===== src/source/acq_pkg.sv =====
// ****************************
// shared acquisition constants, one conversion cycle is CYCLE_LEN clocks
// STORE_POINT has to stay below CYCLE_LEN or no sample is ever stored
// ****************************
`default_nettype none

package acq_pkg;

   // ****************************
   // sample and cycle geometry
   // ****************************
   localparam int ADC_DATA_WIDTH = 18;                  // bits per sample
   localparam int CYCLE_LEN      = 64;                  // clocks per conversion
   localparam int CNT_WIDTH      = $clog2(CYCLE_LEN);   // 6 bits

   // timing points inside one cycle, all in counts
   localparam int CNVST_LEN   = 8;    // convert strobe high time
   localparam int SHIFT_START = 20;   // first sck pulse

   // one sck pulse every other clock, store right after the last bit
   localparam int STORE_POINT = SHIFT_START + 2 * ADC_DATA_WIDTH;

   // ****************************
   // chopper
   // ****************************
   localparam int CHOP_WIDTH = 16;    // period / duty values, in cycles

   // ****************************
   // acquisition FSM
   // ****************************
   typedef enum logic [1:0] {
      WAIT_TRIG,  // idle until sw trigger edge
      ARMED,      // triggered, waits for cycle boundary
      RUN         // one sample word per conversion
   } acq_state_t;

endpackage : acq_pkg

`default_nettype wire


===== src/source/conv_ctrl_if.sv =====
// ****************************
// conversion timing strobes, all levels on adc_read_clk, no handshake
// ****************************
`default_nettype none

interface conv_ctrl_if;

   logic cycle_start;  // one clock at count 0
   logic cnvst;        // convert strobe level
   logic sck;          // serial clock level
   logic sample_bit;   // lanes sampled at end of this clock
   logic store;        // shift regs -> output, only in RUN
   logic chop_lvl;     // chopper level, from chop_gen

   // sequencer drives all the timing
   modport seq (
      output cycle_start,
      output cnvst,
      output sck,
      output sample_bit,
      output store
   );

   modport chop (input cycle_start, output chop_lvl);

   // deserializer side
   modport data (input sample_bit, input store, input chop_lvl);

endinterface : conv_ctrl_if

`default_nettype wire


===== src/source/cycle_timer.sv =====
// ****************************
// free running, no enable, starts at 0 when reset is released
// ****************************
`default_nettype none

module cycle_timer (
   input  wire logic                          adc_read_clk,
   input  wire logic                          acqe_arst_sync,  // async, active low
   output      logic [acq_pkg::CNT_WIDTH-1:0] count_o          // position in cycle
);

   import acq_pkg::*;

   // last count before wrap
   localparam logic [CNT_WIDTH-1:0] LAST_CNT = CNT_WIDTH'(CYCLE_LEN - 1);

   // ****************************
   // conversion cycle counter
   // ****************************
   always_ff @(posedge adc_read_clk or negedge acqe_arst_sync) begin
      if (!acqe_arst_sync) begin
         count_o <= '0;
      end else if (count_o == LAST_CNT) begin
         count_o <= '0;                   // wrap, next cycle
      end else begin
         count_o <= count_o + 1'b1;
      end
   end

endmodule : cycle_timer

`default_nettype wire


===== src/source/conv_seq_fsm.sv =====
// ****************************
// cnvst/sck are registered from the next count, so the first cycle after
// reset has a convert strobe one clock short; strg_i must be synchronous
// ****************************
`default_nettype none

module conv_seq_fsm (
   input  wire logic                          adc_read_clk,
   input  wire logic                          acqe_arst_sync,
   input  wire logic [acq_pkg::CNT_WIDTH-1:0] count_i,   // from cycle_timer
   input  wire logic                          strg_i,    // sw trigger level
   output      logic                          acq_on_o,  // sticky until reset
   conv_ctrl_if.seq                           ctrl
);

   import acq_pkg::*;

   localparam logic [CNT_WIDTH-1:0] LAST_CNT  = CNT_WIDTH'(CYCLE_LEN - 1);
   localparam logic [CNT_WIDTH-1:0] CNVST_CNT = CNT_WIDTH'(CNVST_LEN);
   localparam logic [CNT_WIDTH-1:0] SHIFT_CNT = CNT_WIDTH'(SHIFT_START);
   localparam logic [CNT_WIDTH-1:0] STORE_CNT = CNT_WIDTH'(STORE_POINT);

   logic [1:0]           strg_dly_q;   // [0] newest sample
   logic                 trig_edge;
   acq_state_t           state_q;
   acq_state_t           state_d;
   logic                 cycle_start;
   logic [CNT_WIDTH-1:0] count_nxt;
   logic [CNT_WIDTH-1:0] shift_ofs;    // next count relative to burst start
   logic                 cnvst_q;
   logic                 sck_q;

   // ****************************
   // trigger edge detect
   // ****************************
   // pipe resets to ones, a level held through reset is no edge
   always_ff @(posedge adc_read_clk or negedge acqe_arst_sync) begin
      if (!acqe_arst_sync) begin
         strg_dly_q <= 2'b11;
      end else begin
         strg_dly_q <= {strg_dly_q[0], strg_i};
      end
   end

   assign trig_edge = (strg_dly_q == 2'b01);   // old low, new high

   // ****************************
   // acquisition state
   // ****************************
   always_comb begin
      state_d = state_q;
      case (state_q)
         WAIT_TRIG: if (trig_edge) state_d = ARMED;
         ARMED:     if (cycle_start) state_d = RUN;  // align to cycle boundary
         RUN:       state_d = RUN;                   // only reset leaves RUN
         default:   state_d = WAIT_TRIG;
      endcase
   end

   // timing regs are looked ahead one count, so they line up with count_i
   assign count_nxt = (count_i == LAST_CNT) ? '0 : count_i + 1'b1;
   assign shift_ofs = count_nxt - SHIFT_CNT;

   always_ff @(posedge adc_read_clk or negedge acqe_arst_sync) begin
      if (!acqe_arst_sync) begin
         state_q <= WAIT_TRIG;
         cnvst_q <= 1'b0;
         sck_q   <= 1'b0;
      end else begin
         state_q <= state_d;
         cnvst_q <= (count_nxt < CNVST_CNT);
         // even offsets in the burst window give ADC_DATA_WIDTH pulses
         sck_q   <= (count_nxt >= SHIFT_CNT) && (count_nxt < STORE_CNT) && !shift_ofs[0];
      end
   end

   assign cycle_start     = (count_i == '0);
   assign acq_on_o        = (state_q != WAIT_TRIG);  // set with the ARMED step

   assign ctrl.cycle_start = cycle_start;
   assign ctrl.cnvst       = cnvst_q;
   assign ctrl.sck         = sck_q;
   assign ctrl.sample_bit  = sck_q;                   // sample at end of sck high
   assign ctrl.store       = (count_i == STORE_CNT) && (state_q == RUN);

endmodule : conv_seq_fsm

`default_nettype wire


===== src/source/chop_gen.sv =====
// ****************************
// counts conversion cycles, max_count_i of 0 or 1 keeps the counter at 0
// ****************************
`default_nettype none

module chop_gen (
   input  wire logic                           adc_read_clk,
   input  wire logic                           acqe_arst_sync,
   input  wire logic                           chop_en_i,
   input  wire logic [acq_pkg::CHOP_WIDTH-1:0] max_count_i,     // period, in cycles
   input  wire logic [acq_pkg::CHOP_WIDTH-1:0] change_count_i,  // high time, in cycles
   conv_ctrl_if.chop                           ctrl
);

   import acq_pkg::*;

   logic [CHOP_WIDTH-1:0] period_q;
   logic [CHOP_WIDTH:0]   period_inc;   // extra bit, no overflow at all ones
   logic [CHOP_WIDTH-1:0] period_nxt;
   logic                  chop_q;

   // ****************************
   // period counter
   // ****************************
   assign period_inc = {1'b0, period_q} + 1'b1;
   // wrap after max_count_i - 1
   assign period_nxt = (period_inc >= {1'b0, max_count_i}) ? '0
                                                           : period_inc[CHOP_WIDTH-1:0];

   always_ff @(posedge adc_read_clk or negedge acqe_arst_sync) begin
      if (!acqe_arst_sync) begin
         period_q <= '0;
         chop_q   <= 1'b0;
      end else if (!chop_en_i) begin
         period_q <= '0;                              // held while disabled
         chop_q   <= 1'b0;
      end else if (ctrl.cycle_start) begin
         period_q <= period_nxt;
         // level follows the new count for the whole cycle
         chop_q   <= (period_nxt < change_count_i);
      end
   end

   assign ctrl.chop_lvl = chop_q;

endmodule : chop_gen

`default_nettype wire


===== src/source/sdo_shifter.sv =====
// ****************************
// one lane per channel, MSB first; ADC_CHANNELS even (two lanes per ADC)
// ****************************
`default_nettype none

module sdo_shifter #(
   parameter int ADC_CHANNELS = 4                 // serial data lanes
) (
   input  wire logic                                         adc_read_clk,
   input  wire logic                                         acqe_arst_sync,
   input  wire logic [ADC_CHANNELS-1:0]                      sdo_i,  // lane per channel
   conv_ctrl_if.data                                         ctrl,
   output      logic [ADC_CHANNELS*acq_pkg::ADC_DATA_WIDTH-1:0] sample_data_o,
   output      logic                                         sample_chop_o,
   output      logic                                         sample_valid_o
);

   import acq_pkg::*;

   logic [ADC_DATA_WIDTH-1:0] shift_q [ADC_CHANNELS];   // per lane deserializer

   // ****************************
   // capture and output word
   // ****************************
   always_ff @(posedge adc_read_clk) begin
      for (int ch = 0; ch < ADC_CHANNELS; ch++) begin
         if (ctrl.sample_bit) begin
            shift_q[ch] <= {shift_q[ch][ADC_DATA_WIDTH-2:0], sdo_i[ch]};  // shift in lsb
         end
         // channel 0 in the low bits
         if (ctrl.store) begin
            sample_data_o[ch*ADC_DATA_WIDTH +: ADC_DATA_WIDTH] <= shift_q[ch];
         end
      end
      if (ctrl.store) begin
         sample_chop_o <= ctrl.chop_lvl;   // chop level of this conversion
      end
   end

   // strobe one clock after store, word is already in place then
   always_ff @(posedge adc_read_clk or negedge acqe_arst_sync) begin
      if (!acqe_arst_sync) begin
         sample_valid_o <= 1'b0;
      end else begin
         sample_valid_o <= ctrl.store;
      end
   end

endmodule : sdo_shifter

`default_nettype wire


===== src/source/acq_top.sv =====
// ****************************
// all inputs synchronous to adc_read_clk, no back-pressure on sample words
// ****************************
`default_nettype none

module acq_top #(
   parameter int ADC_CHANNELS = 4      // even, two lanes per ADC
) (
   input  wire logic                                            adc_read_clk,
   input  wire logic                                            acqe_arst_sync,
   input  wire logic                                            strg_i,
   input  wire logic                                            chop_en_i,
   input  wire logic [acq_pkg::CHOP_WIDTH-1:0]                  max_count_i,
   input  wire logic [acq_pkg::CHOP_WIDTH-1:0]                  change_count_i,
   input  wire logic [ADC_CHANNELS-1:0]                         sdo_i,
   output      logic                                            cnvst_o,
   output      logic                                            sck_o,
   output      logic                                            chop_o,
   output      logic                                            acq_on_o,
   output      logic [ADC_CHANNELS*acq_pkg::ADC_DATA_WIDTH-1:0] sample_data_o,
   output      logic                                            sample_chop_o,
   output      logic                                            sample_valid_o
);

   import acq_pkg::*;

   logic [CNT_WIDTH-1:0] cycle_cnt;   // timer -> sequencer

   conv_ctrl_if ctrl_if ();

   // ****************************
   // timing
   // ****************************
   cycle_timer u_cycle_timer (
      .adc_read_clk   (adc_read_clk),
      .acqe_arst_sync (acqe_arst_sync),
      .count_o        (cycle_cnt)
   );

   conv_seq_fsm u_conv_seq_fsm (
      .adc_read_clk   (adc_read_clk),
      .acqe_arst_sync (acqe_arst_sync),
      .count_i        (cycle_cnt),
      .strg_i         (strg_i),
      .acq_on_o       (acq_on_o),
      .ctrl           (ctrl_if.seq)
   );

   chop_gen u_chop_gen (
      .adc_read_clk   (adc_read_clk),
      .acqe_arst_sync (acqe_arst_sync),
      .chop_en_i      (chop_en_i),
      .max_count_i    (max_count_i),
      .change_count_i (change_count_i),
      .ctrl           (ctrl_if.chop)
   );

   // ****************************
   // data path
   // ****************************
   sdo_shifter #(
      .ADC_CHANNELS (ADC_CHANNELS)
   ) u_sdo_shifter (
      .adc_read_clk   (adc_read_clk),
      .acqe_arst_sync (acqe_arst_sync),
      .sdo_i          (sdo_i),
      .ctrl           (ctrl_if.data),
      .sample_data_o  (sample_data_o),
      .sample_chop_o  (sample_chop_o),
      .sample_valid_o (sample_valid_o)
   );

   // ADC side pins
   assign cnvst_o = ctrl_if.cnvst;
   assign sck_o   = ctrl_if.sck;
   assign chop_o  = ctrl_if.chop_lvl;

endmodule : acq_top

`default_nettype wire


===== config.mk =====
export PLATFORM = sky130hd
export DESIGN_NAME = acq_top
export DESIGN_NICKNAME = d
export VERILOG_FILES = /design/src/source/acq_pkg.sv /design/src/source/conv_ctrl_if.sv /design/src/source/cycle_timer.sv /design/src/source/conv_seq_fsm.sv /design/src/source/chop_gen.sv /design/src/source/sdo_shifter.sv /design/src/source/acq_top.sv
export SDC_FILE = /design/constraint.sdc
export NUM_CORES = 1
export LEC_CHECK = 0
export BUFFER_PORTS_ARGS = -buffer_cell sky130_fd_sc_hd__buf_2
export CAP_MARGIN = 25
export CORE_MARGIN = 3
export CORE_UTILIZATION = 38
export CTS_CLUSTER_DIAMETER = 40
export DETAILED_ROUTE_END_ITERATION = 12
export PLACE_DENSITY = 0.61
export RECOVER_POWER = 100
export SETUP_SLACK_MARGIN = 0.02
export SYNTH_ARGS = -nofsm -noshare
export SYNTH_HDL_FRONTEND = slang
export SYNTH_SLANG_ARGS = --single-unit

===== constraint.sdc =====
create_clock -name adc_read_clk -period 7.55 [get_ports adc_read_clk]
set_input_delay 0.3775 -clock adc_read_clk [delete_from_list [all_inputs] [get_ports adc_read_clk]]
set_output_delay 0.3775 -clock adc_read_clk [all_outputs]
set_load 0.02 [all_outputs]

* Word-level counts from Yosys, hierarchy flattened
Memory sizes are Yosys's and may differ from the RTL's. Index checks and enable logic that the tools add are counted.
Storage, ports and cells: register bits 103, bits in latches 0, memory bits (writable) 72, ROM bits 0, input port bits 40, word-level logic and storage cells 46, memories 1
Operators by class: add/subtract/negate cells 3, $mul 0, div/mod/pow operators 0, magnitude comparators 5, equal/unequal tests 8, shift-type cells 0, multiplexer cells 11, bitwise logic cells 0, reductions and logical operators 8
Memories:
- u_sdo_shifter.shift_q | words 4, bits a word 18, read ports 4, clocked after memory_dff 0, write ports 4, RTL line sdo_shifter.sv:20 | logic [ADC_DATA_WIDTH-1:0] shift_q [ADC_CHANNELS];
Operators with widths (number):
- two-way mux 16 bit | 3
- adder 16 x 1 -> 17 bit (second input constant) | 1
- greater-or-equal comparator 17 x 16 -> 1 bit | 1
- < comparator 16 bit | 1
- == test 6 bit (second input constant) | 2
- adder 6 x 1 -> 6 bit (second input constant) | 1
- greater-or-equal comparator 6 x 5 -> 1 bit (second input constant) | 1
- logical NOT 6 bit | 1
- < comparator 6 x 4 -> 1 bit (second input constant) | 1
- < comparator 6 bit (second input constant) | 1
- two-way mux 6 bit | 1
- case mux 2 bit (3 select lines) | 1
- == test 2 x 1 -> 1 bit (second input constant) | 2
- two-way mux 1 bit | 4
- two-way mux 2 bit | 2
- inequality test 2 x 1 -> 1 bit (second input constant) | 2
- logical AND 1 bit | 3
- == test 2 bit (second input constant) | 1
- logical NOT 2 bit | 1
- inequality test 2 bit (second input constant) | 1
- AND reduction 2 bit | 1
- nonzero test 2 bit | 1
- logical NOT 1 bit | 1
- subtractor 1 bit (second input constant) | 1

* Longest topological paths before layout
Gate-level depths: netlist (run 1).
word-level depth 6, mapped depth 23

* Modules after synthesis
A second synthesis (run 1) with hierarchy kept.
Unflattened totals: cell total of the unflattened synthesis 468, area total of the unflattened synthesis 7118.1 um^2
By module, submodules not included:
- sdo_shifter | times used 1, cells each 146, area each 4379.2 um^2
- chop_gen | times used 1, cells each 258, area each 2085.8 um^2
- conv_seq_fsm | times used 1, cells each 43, area each 401.6 um^2
- cycle_timer | times used 1, cells each 21, area each 251.5 um^2

* Least setup slack after synthesis (run 1)
Ideal clock, no wire load.
kind register -> register, start reg u_cycle_timer.count_o[0] in the netlist's numbering, end reg u_sdo_shifter.sample_valid_o, setup time 0.673 ns, data arrival time 6.091 ns, data required time 6.877 ns, slack 0.786 ns, cell stages (with the launch flop) 5, buffers on the path 0, clock period less this slack 6.764 ns, path through dfrtp_1 inv_1 ha_1 nand4_1 nor3b_1
On the way: word-level cells in the longest chain between the ends 2
Ends and longest elaborated chain:
- start: declaration | RTL line cycle_timer.sv:9 | output logic [acq_pkg::CNT_WIDTH-1:0] count_o
- start signal: assignment | RTL line cycle_timer.sv:26 | count_o <= count_o + 1'b1;
- == test 6 bit | RTL line conv_seq_fsm.sv:84 | assign ctrl.store = (count_i == STORE_CNT) && (state_q == RUN);
- logical AND 1 bit | RTL line conv_seq_fsm.sv:84
- named net ctrl_if.store | RTL line conv_ctrl_if.sv:12 | logic store;
- end signal: assignment | RTL line sdo_shifter.sv:45 | sample_valid_o <= ctrl.store;
- end: declaration | RTL line sdo_shifter.sv:15 | output logic sample_valid_o
The timed path passes the listed nets, and every way through them passes these cells. A chain may end at the register's enable or synchronous reset.

* Final worst setup path (run 1)
start reg u_chop_gen.period_q[0], end reg u_chop_gen.chop_q, in the netlist u_chop_gen.ctrl.chop_lvl
On the way: word-level cells in the longest chain between the ends 6
Ends and longest elaborated chain:
- start: declaration | RTL line chop_gen.sv:17 | logic [CHOP_WIDTH-1:0] period_q;
- start signal: assignment | RTL line chop_gen.sv:38 | period_q <= period_nxt;
- adder 16 x 1 -> 17 bit (*) | RTL line chop_gen.sv:25 | assign period_inc = {1'b0, period_q} + 1'b1;
- greater-or-equal comparator 17 x 16 -> 1 bit | RTL line chop_gen.sv:27 | assign period_nxt = (period_inc >= {1'b0, max_count_i}) ? '0
- two-way mux 16 bit (*) | RTL line chop_gen.sv:27
- < comparator 16 bit (*) | RTL line chop_gen.sv:40 | chop_q <= (period_nxt < change_count_i);
- two-way mux 1 bit (*) | RTL line chop_gen.sv:37 | end else if (ctrl.cycle_start) begin
- two-way mux 1 bit (*) | RTL line chop_gen.sv:34 | end else if (!chop_en_i) begin
- end signal: assignment | RTL line chop_gen.sv:40
- end: declaration | RTL line chop_gen.sv:20 | logic chop_q;
Every way passes the cells marked *; elsewhere a longest branch is shown, timed or not. The select of a mux whose other input is x is not followed.

==> results of run 1 <==
[worst register-to-register path, cell delays in order (launching register included)]
cell	delay (ns)
dfrtp_1	0.46
ha_1	0.28
and4_1	0.32
nand2_1	0.13
nor2_1	0.14
xnor2_1	0.21
inv_1	0.08
ha_1	0.31
nand3_1	0.09
nor3_1	0.29
o41a_1	0.39
or2_0	0.75
clkbuf_1	0.67
nor2_1	0.11
ha_1	0.32
a21o_1	0.16
a21o_1	0.17
a21oi_1	0.14
o211ai_1	0.11
or4b_2	0.62
o221ai_1	0.18
[placed cells by master, fill, tap and decap left out, drive strengths merged, types with 2 or more instances in the layout]
cell      n
nor2b     9
nand2b    3
clkbuf   99
or4       2
a21oi    13
ha       38
nor3      7
nand4     9
mux2      2
o31ai    11
xor2      9
xnor2     7
nor2     27
dfrtp    28
and3      4
inv      57
a211oi    3
edfxtp  145
a211o     2
dfstp     2
or4b      2
a31oi     2
buf      38
o21ai    10
or3       4
nand2    25
nand3    25
a21o      4
o41a      2
or2       2
clkinv    5
[cell families after synthesis]
logic type                 share of synthesized area, %
and+or+nand+nor                                    9.03
AOI/OAI and AO/OA                                  5.84
DFF                                                72.4
buffers and inverters                              3.69
xor gates and xnor gates                           1.99
adders and majority gates                          6.74
muxes                                             0.319
[metrics by stage]
stage	area [µm²]	cells	setup WS (ns)
after floorplan	7050	471	0.786
after global placement	7870	805	2.28
after detailed placement	7870	805	2.06
after CTS	8510	837	2.05
after global routing	8390	838	1.01
final	8390	838	1.51
[report_power, final]
group,switching (mW),internal (mW)
Combinational,0.0424,0.0359
Sequential,0.00817,1.04
Clock,0.421,0.485
[path summary, 6_finish.rpt]
path / depth (start not counted) / slack [ns] / to / from
worst min-delay path: 1 / 0.05 / u_conv_seq_fsm.strg_dly_q[0] / strg_i
worst max-delay path: 20 / 1.51 / u_chop_gen.ctrl.chop_lvl / u_chop_gen.period_q[0]
max in group asynchronous: 1 / 6.09 / u_chop_gen.period_q[4] / acqe_arst_sync
worst min register to register: 0 / 0.37 / u_conv_seq_fsm.strg_dly_q[1] / u_conv_seq_fsm.strg_dly_q[0]
worst max register to register: 20 / 1.51 / u_chop_gen.ctrl.chop_lvl / u_chop_gen.period_q[0]
min in group asynchronous: 1 / 0.42 / u_chop_gen.ctrl.chop_lvl / acqe_arst_sync
[state kept, by name, summed over array words and instances, names as in the netlist, 2 cells and up]
name / count
u_sdo_shifter.sample_data_o: 72
u_cycle_timer.count_o: 6
u_sdo_shifter.shift_q: 72
u_conv_seq_fsm.strg_dly_q: 2
u_conv_seq_fsm.state_q: 2
u_chop_gen.period_q: 16
[metal layers]
| layer | vias up | wire (µm) |
|---|---|---|
| li1 | 1970 | - |
| met1 | 1966 | 5840 |
| met2 | 127 | 5970 |
| met3 | 15 | 736 |
| met4 | 0 | 248 |
| met5 | - | 0 |
[final cells by class]
class | instances | area share (%)
flip-flops and latches | 175 | 60.9
repair buffers | 120 | 5.94
clock inverters | 15 | 2.46
well taps | 229 | 3.42
inverters | 49 | 2.19
clock buffers | 17 | 5.07
multi-input cells | 233 | 20.0
==> results.ini, run 1 <==
[clock_tree]
root_buffer=clkbuf_16
hold_buffers=0
cts_sinks=175
post_cts_resized=0
numCtsBuffers=17
clkTransAtPathRegs_ns=0.07
clock_path_buffers=2
post-cts-setup-buffers=0
clk_latency_ns=0.42
cts-htree-levels=4
cts_tree=done

[sta]
worst_pin_slew_ns=3.98
fin_crit_ns=6.04
timing.slew.headroom_pct=-165
rsz0062_at_grt=false
fmaxAchievable_mhz=166
final.period_utilization_pct=80.0
skew_ns=0.00935
setup_tns_ns=0
whs_ns=0.0507
hold_viol=0
maxSlewViolCount=180
setup_viol=0

[logic_synthesis]
synth.top_cells.by_count=edfxtp_1, inv_1, ha_1, dfrtp_1, nor2_1
ys_seq_elements=175
ys_top_cells_by_area=edfxtp_1, dfrtp_1, ha_1, inv_1, nand3_1
syn-cell-area_um2=7050
yosysTopAreaCellShare_pct=61.7
synth_area_leader_cell=edfxtp_1
synth_area_per_cell_um2=15.0
yosysUniqueCellTypes=49
yosysMostFrequentCell=edfxtp_1
syn_nets=549
ys.flop_type=edfxtp_1
synth_edf_count=145
ys_seq_area_share_pct=72.4
synthCells=471
yosys_warnings=0
async_reset_ff_share_pct=17.1

[setup_path]
worstSetupPathType=flop to flop
critPathRequiredTime_ns=7.89
path_cells=ha_1 > and4_1 > nand2_1 > nor2_1 > xnor2_1 > inv_1 > ha_1 > nand3_1 > nor3_1 > o41a_1 > or2_0 > clkbuf_1 > nor2_1 > ha_1 > a21o_1 > a21o_1 > a21oi_1 > o211ai_1 > or4b_2 > o221ai_1
worstSetupStartpointType=flop
cp-end-kind=flop
critPathArrivalTime_ns=6.38
slowest_delay_ns=0.75
critPathMostFrequentCell=ha_1
path_max_fanout=14
path_delay_family=simple AND/OR/NAND/NOR gates
cp.buffers_inverters=2
crit_path_top_delay_cell=or2_0

[die]
die_h_um=142
initial_core_util_pct=39.0
ioPinCount=118
die_area_um2=20200
core_area_um2=18100
num_rows=49
die_w_um=142

[global_route]
gr-total-overflow=0
grtUsageMet1_pct=16.9
gr-usage-met3_pct=3.90
antenna_found_initial=0
grt_pass1_vias=4034
grt_max_degree=75
grt-busiest-layer=met2
grt_util_met2_pct=19.5
grt_use_total_pct=12.7
grt_pass1_wl_um=20200

[flow_run]
max-cap-violations=3

[route]
ant_nets=0
drt-total-wl_um=12800
route.detailed.wl_per_inst_um=15.3
dr.pass1.iters=5
drt_iter0_drc=250
via_per_inst=4.87
drc=0
vias=4078

[placed_design]
numPortBuffers=117
place_congestion=0.862
dp_hpwl_um=8410

[layout]
num-fill-cells=1600
num_antenna_cells=0
fin_util_pct=46.4
fin_nets=674
multi_input_area_um2=1680
drive_gt1_share_pct=14.1
syn2layout_area_growth_pct=18.9
seqCellArea_um2=5110

[pwr]
p_total_mw=2.03
p_leak_nw=3.28
ir_drop_mv=0.152
power_density_nw_per_um2=243

[run_status]
violations=capacitance limit, slew limit
outcome=finished, violations left

[min_path]
hp-class=input port to flop

No activity file was read; power rests on OpenSTA's default activity.
==> run 2, diff against run 1 <==
- clock period: 7.55 -> 5.8 ns (I/O delays scaled with it)
==> run 2 against run 1 <==
  * The flow still finishes with violations (capacitance limit, slew limit)
  * Non-clock buffer count is 2 higher
  * Design area is 0.24% lower
  * Fmax is 19% higher
  * Routed wire length is 0.46% higher
  * Critical path depth is 1 lower
  * Highest routed layer unchanged
  * Sequential power is 30% higher
  * Via count is 0.17% lower
  * Global-route usage is 0.099 points higher
  * Sequential share of layout area is 0.15 points higher
  * Core utilization is 0.11 points lower
  * Clock skew is 0.0028 ns higher
  * Setup slack worse by 0.79 ns
==> results.ini, run 2 (same netlist as run 1, synthesis figures left out) <==
[layout]
final_cell_mix=edfxtp_1, clkbuf_1, inv_1, ha_1, buf_2
mostFrequentLayoutCell=edfxtp_1
num_antenna_cells=0
drive_gt1_share_pct=13.6
syn2layout_area_growth_pct=18.6
num-fill-cells=1604
reg_top3=u_sdo_shifter.sample_data_o x72, u_sdo_shifter.shift_q x72, u_chop_gen.period_q x16
fin_nets=676

[clock_tree]
post-cts-setup-buffers=0
clkTransAtPathRegs_ns=0.07
cts-htree-levels=4
numCtsBuffers=17
cts_sinks=175
clock_path_buffers=2
clk_latency_ns=0.41
cts_tree=done
post_cts_resized=0
root_buffer=clkbuf_16

[pwr]
internal-power_mw=2.02
netSwitchingPower_uw=585
ir_drop_mv=0.215
power_density_nw_per_um2=312
combPwrFrac_pct=4.0
p_leak_nw=3.27
p_total_mw=2.61
swShare_pct=22.4
pwr-share-seq_pct=52.4
clkPwrFrac_pct=43.5

[run_status]
violations=capacitance limit, slew limit
outcome=finished, violations left

[die]
num_rows=49
initial_core_util_pct=39.0
ioPinCount=118
die_w_um=142
core_area_um2=18100
die_h_um=142
die_area_um2=20200

[flow_run]
max-cap-violations=3

[global_route]
grt_max_degree=75
gr-total-overflow=0
grt_pass1_wl_um=20500
grt_use_total_pct=12.8
antenna_found_initial=0
grt_pass1_vias=4031

[sta]
timing.slew.headroom_pct=-173
hold_viol=0
setup_viol=0
rsz0062_at_grt=false
final.period_utilization_pct=87.5
fmaxAchievable_mhz=197
worst_pin_slew_ns=4.09
skew_ns=0.0122
fin_crit_ns=5.08
maxSlewViolCount=180
setup_tns_ns=0

[route]
dr.pass1.iters=4
via_per_inst=4.85
drc=0
ant_nets=0
vias=4071
route.detailed.wl_per_inst_um=15.3
drt-total-wl_um=12900
drt_iter0_drc=315

[min_path]
hp-class=input port to flop
hold_start=sdo_i[2]

[setup_path]
slowest_delay_ns=0.63
path_max_fanout=14
crit_path_start=u_chop_gen.period_q[0]
path_cells=ha_1 > and4_1 > nand2_1 > xor2_1 > inv_1 > ha_1 > a211oi_1 > nor2_1 > o41a_1 > or2_0 > buf_4 > nor2_1 > ha_1 > a21o_1 > a21o_1 > a21oi_1 > o211ai_1 > or4b_2 > o221ai_1
critPathRequiredTime_ns=6.12
crit_path_top_delay_cell=or4b_2
worstSetupPathType=flop to flop
worstSetupStartpointType=flop
cp-end-kind=flop
critPathArrivalTime_ns=5.40
r2r-start=u_chop_gen.period_q[0]
critPathMostFrequentCell=ha_1

[placed_design]
numPortBuffers=117
place_congestion=0.834
dp_hpwl_um=8520

run 2: cell types whose count changed in the layout (fill, tap and decap cells not counted), sizes merged:
cell / change
buf: +2
clkbuf: -2
inv: -2
dlygate4sd3: +2
clkinv: +1
clkinvlp: +1
run 2: power groups by stage:
stage	clock [mW]	combinational [mW]	sequential, mW
floorplan	0	0.0707	1.39
finish	1.13	0.105	1.37
global route	1.22	0.123	1.37
global placement	0	0.101	1.39
CTS	1.17	0.110	1.37
detailed placement	0	0.108	1.39
run 2: area by class of cell:
type                            count  area (µm²)  share of cell area [%]
Inverter                           49         184                    2.20
Sequential cell                   175        5110                    61.0
Tap cell                          229         287                    3.42
Clock inverter                     15         178                    2.12
Timing Repair Buffer              122         526                    6.28
Clock buffer                       17         425                    5.08
Multi-Input combinational cell    233        1660                    19.8
run 2: path summary, 6_finish.rpt:
check                           slack, ns                            to  cells after the start
min in group asynchronous            0.87       u_chop_gen.period_q[12]                      2
worst max register to register       0.72      u_chop_gen.ctrl.chop_lvl                     19
worst min register to register       0.37  u_conv_seq_fsm.strg_dly_q[1]                      0
worst max-delay path                 0.72      u_chop_gen.ctrl.chop_lvl                     19
max in group asynchronous            3.91      u_cycle_timer.count_o[2]                      2
worst min-delay path                 0.05   u_sdo_shifter.shift_q[2][0]                      1
run 2: stage by stage:
step                      worst slack [ns]  cell area (µm²)  hold WS (ns)  instances  util (%)
after global placement                1.02             7890         0.355        806      43.6
after detailed placement             0.777             7890         0.356        806      43.6
after global routing                 0.358             8370        0.0284        840      46.3
final                                0.723             8370        0.0491        840      46.3
after CTS                            0.762             8510        0.0206        840      47.1
after floorplan                       1.25             7060      -0.00559        471         -
run 2: metal layers:
metal  up-vias  global-route usage [%]  wire length [µm]
li1       1963                       -                 -
met1      1980                    17.3              5880
met2       117                    20.4              6110
met4         0                    4.29               118
met3        11                    3.19               745
met5         -                       0                 0
run 2: repair_timing:
action                     in CTS  in global routing
setup endpoints to repair       0                  0
hold endpoints to repair       29                  0
hold buffers                    2                  0
run 2: critical path, delay by kind of cell (launching register included):
| family | cells | cell delay, ns |
|---|---|---|
| simple gates | 6 | 1.50 |
| buf+inv | 2 | 0.30 |
| fa+ha+maj | 3 | 0.85 |
| xor+xnor | 1 | 0.28 |
| compound gates | 7 | 1.58 |
| flops | 1 | 0.46 |
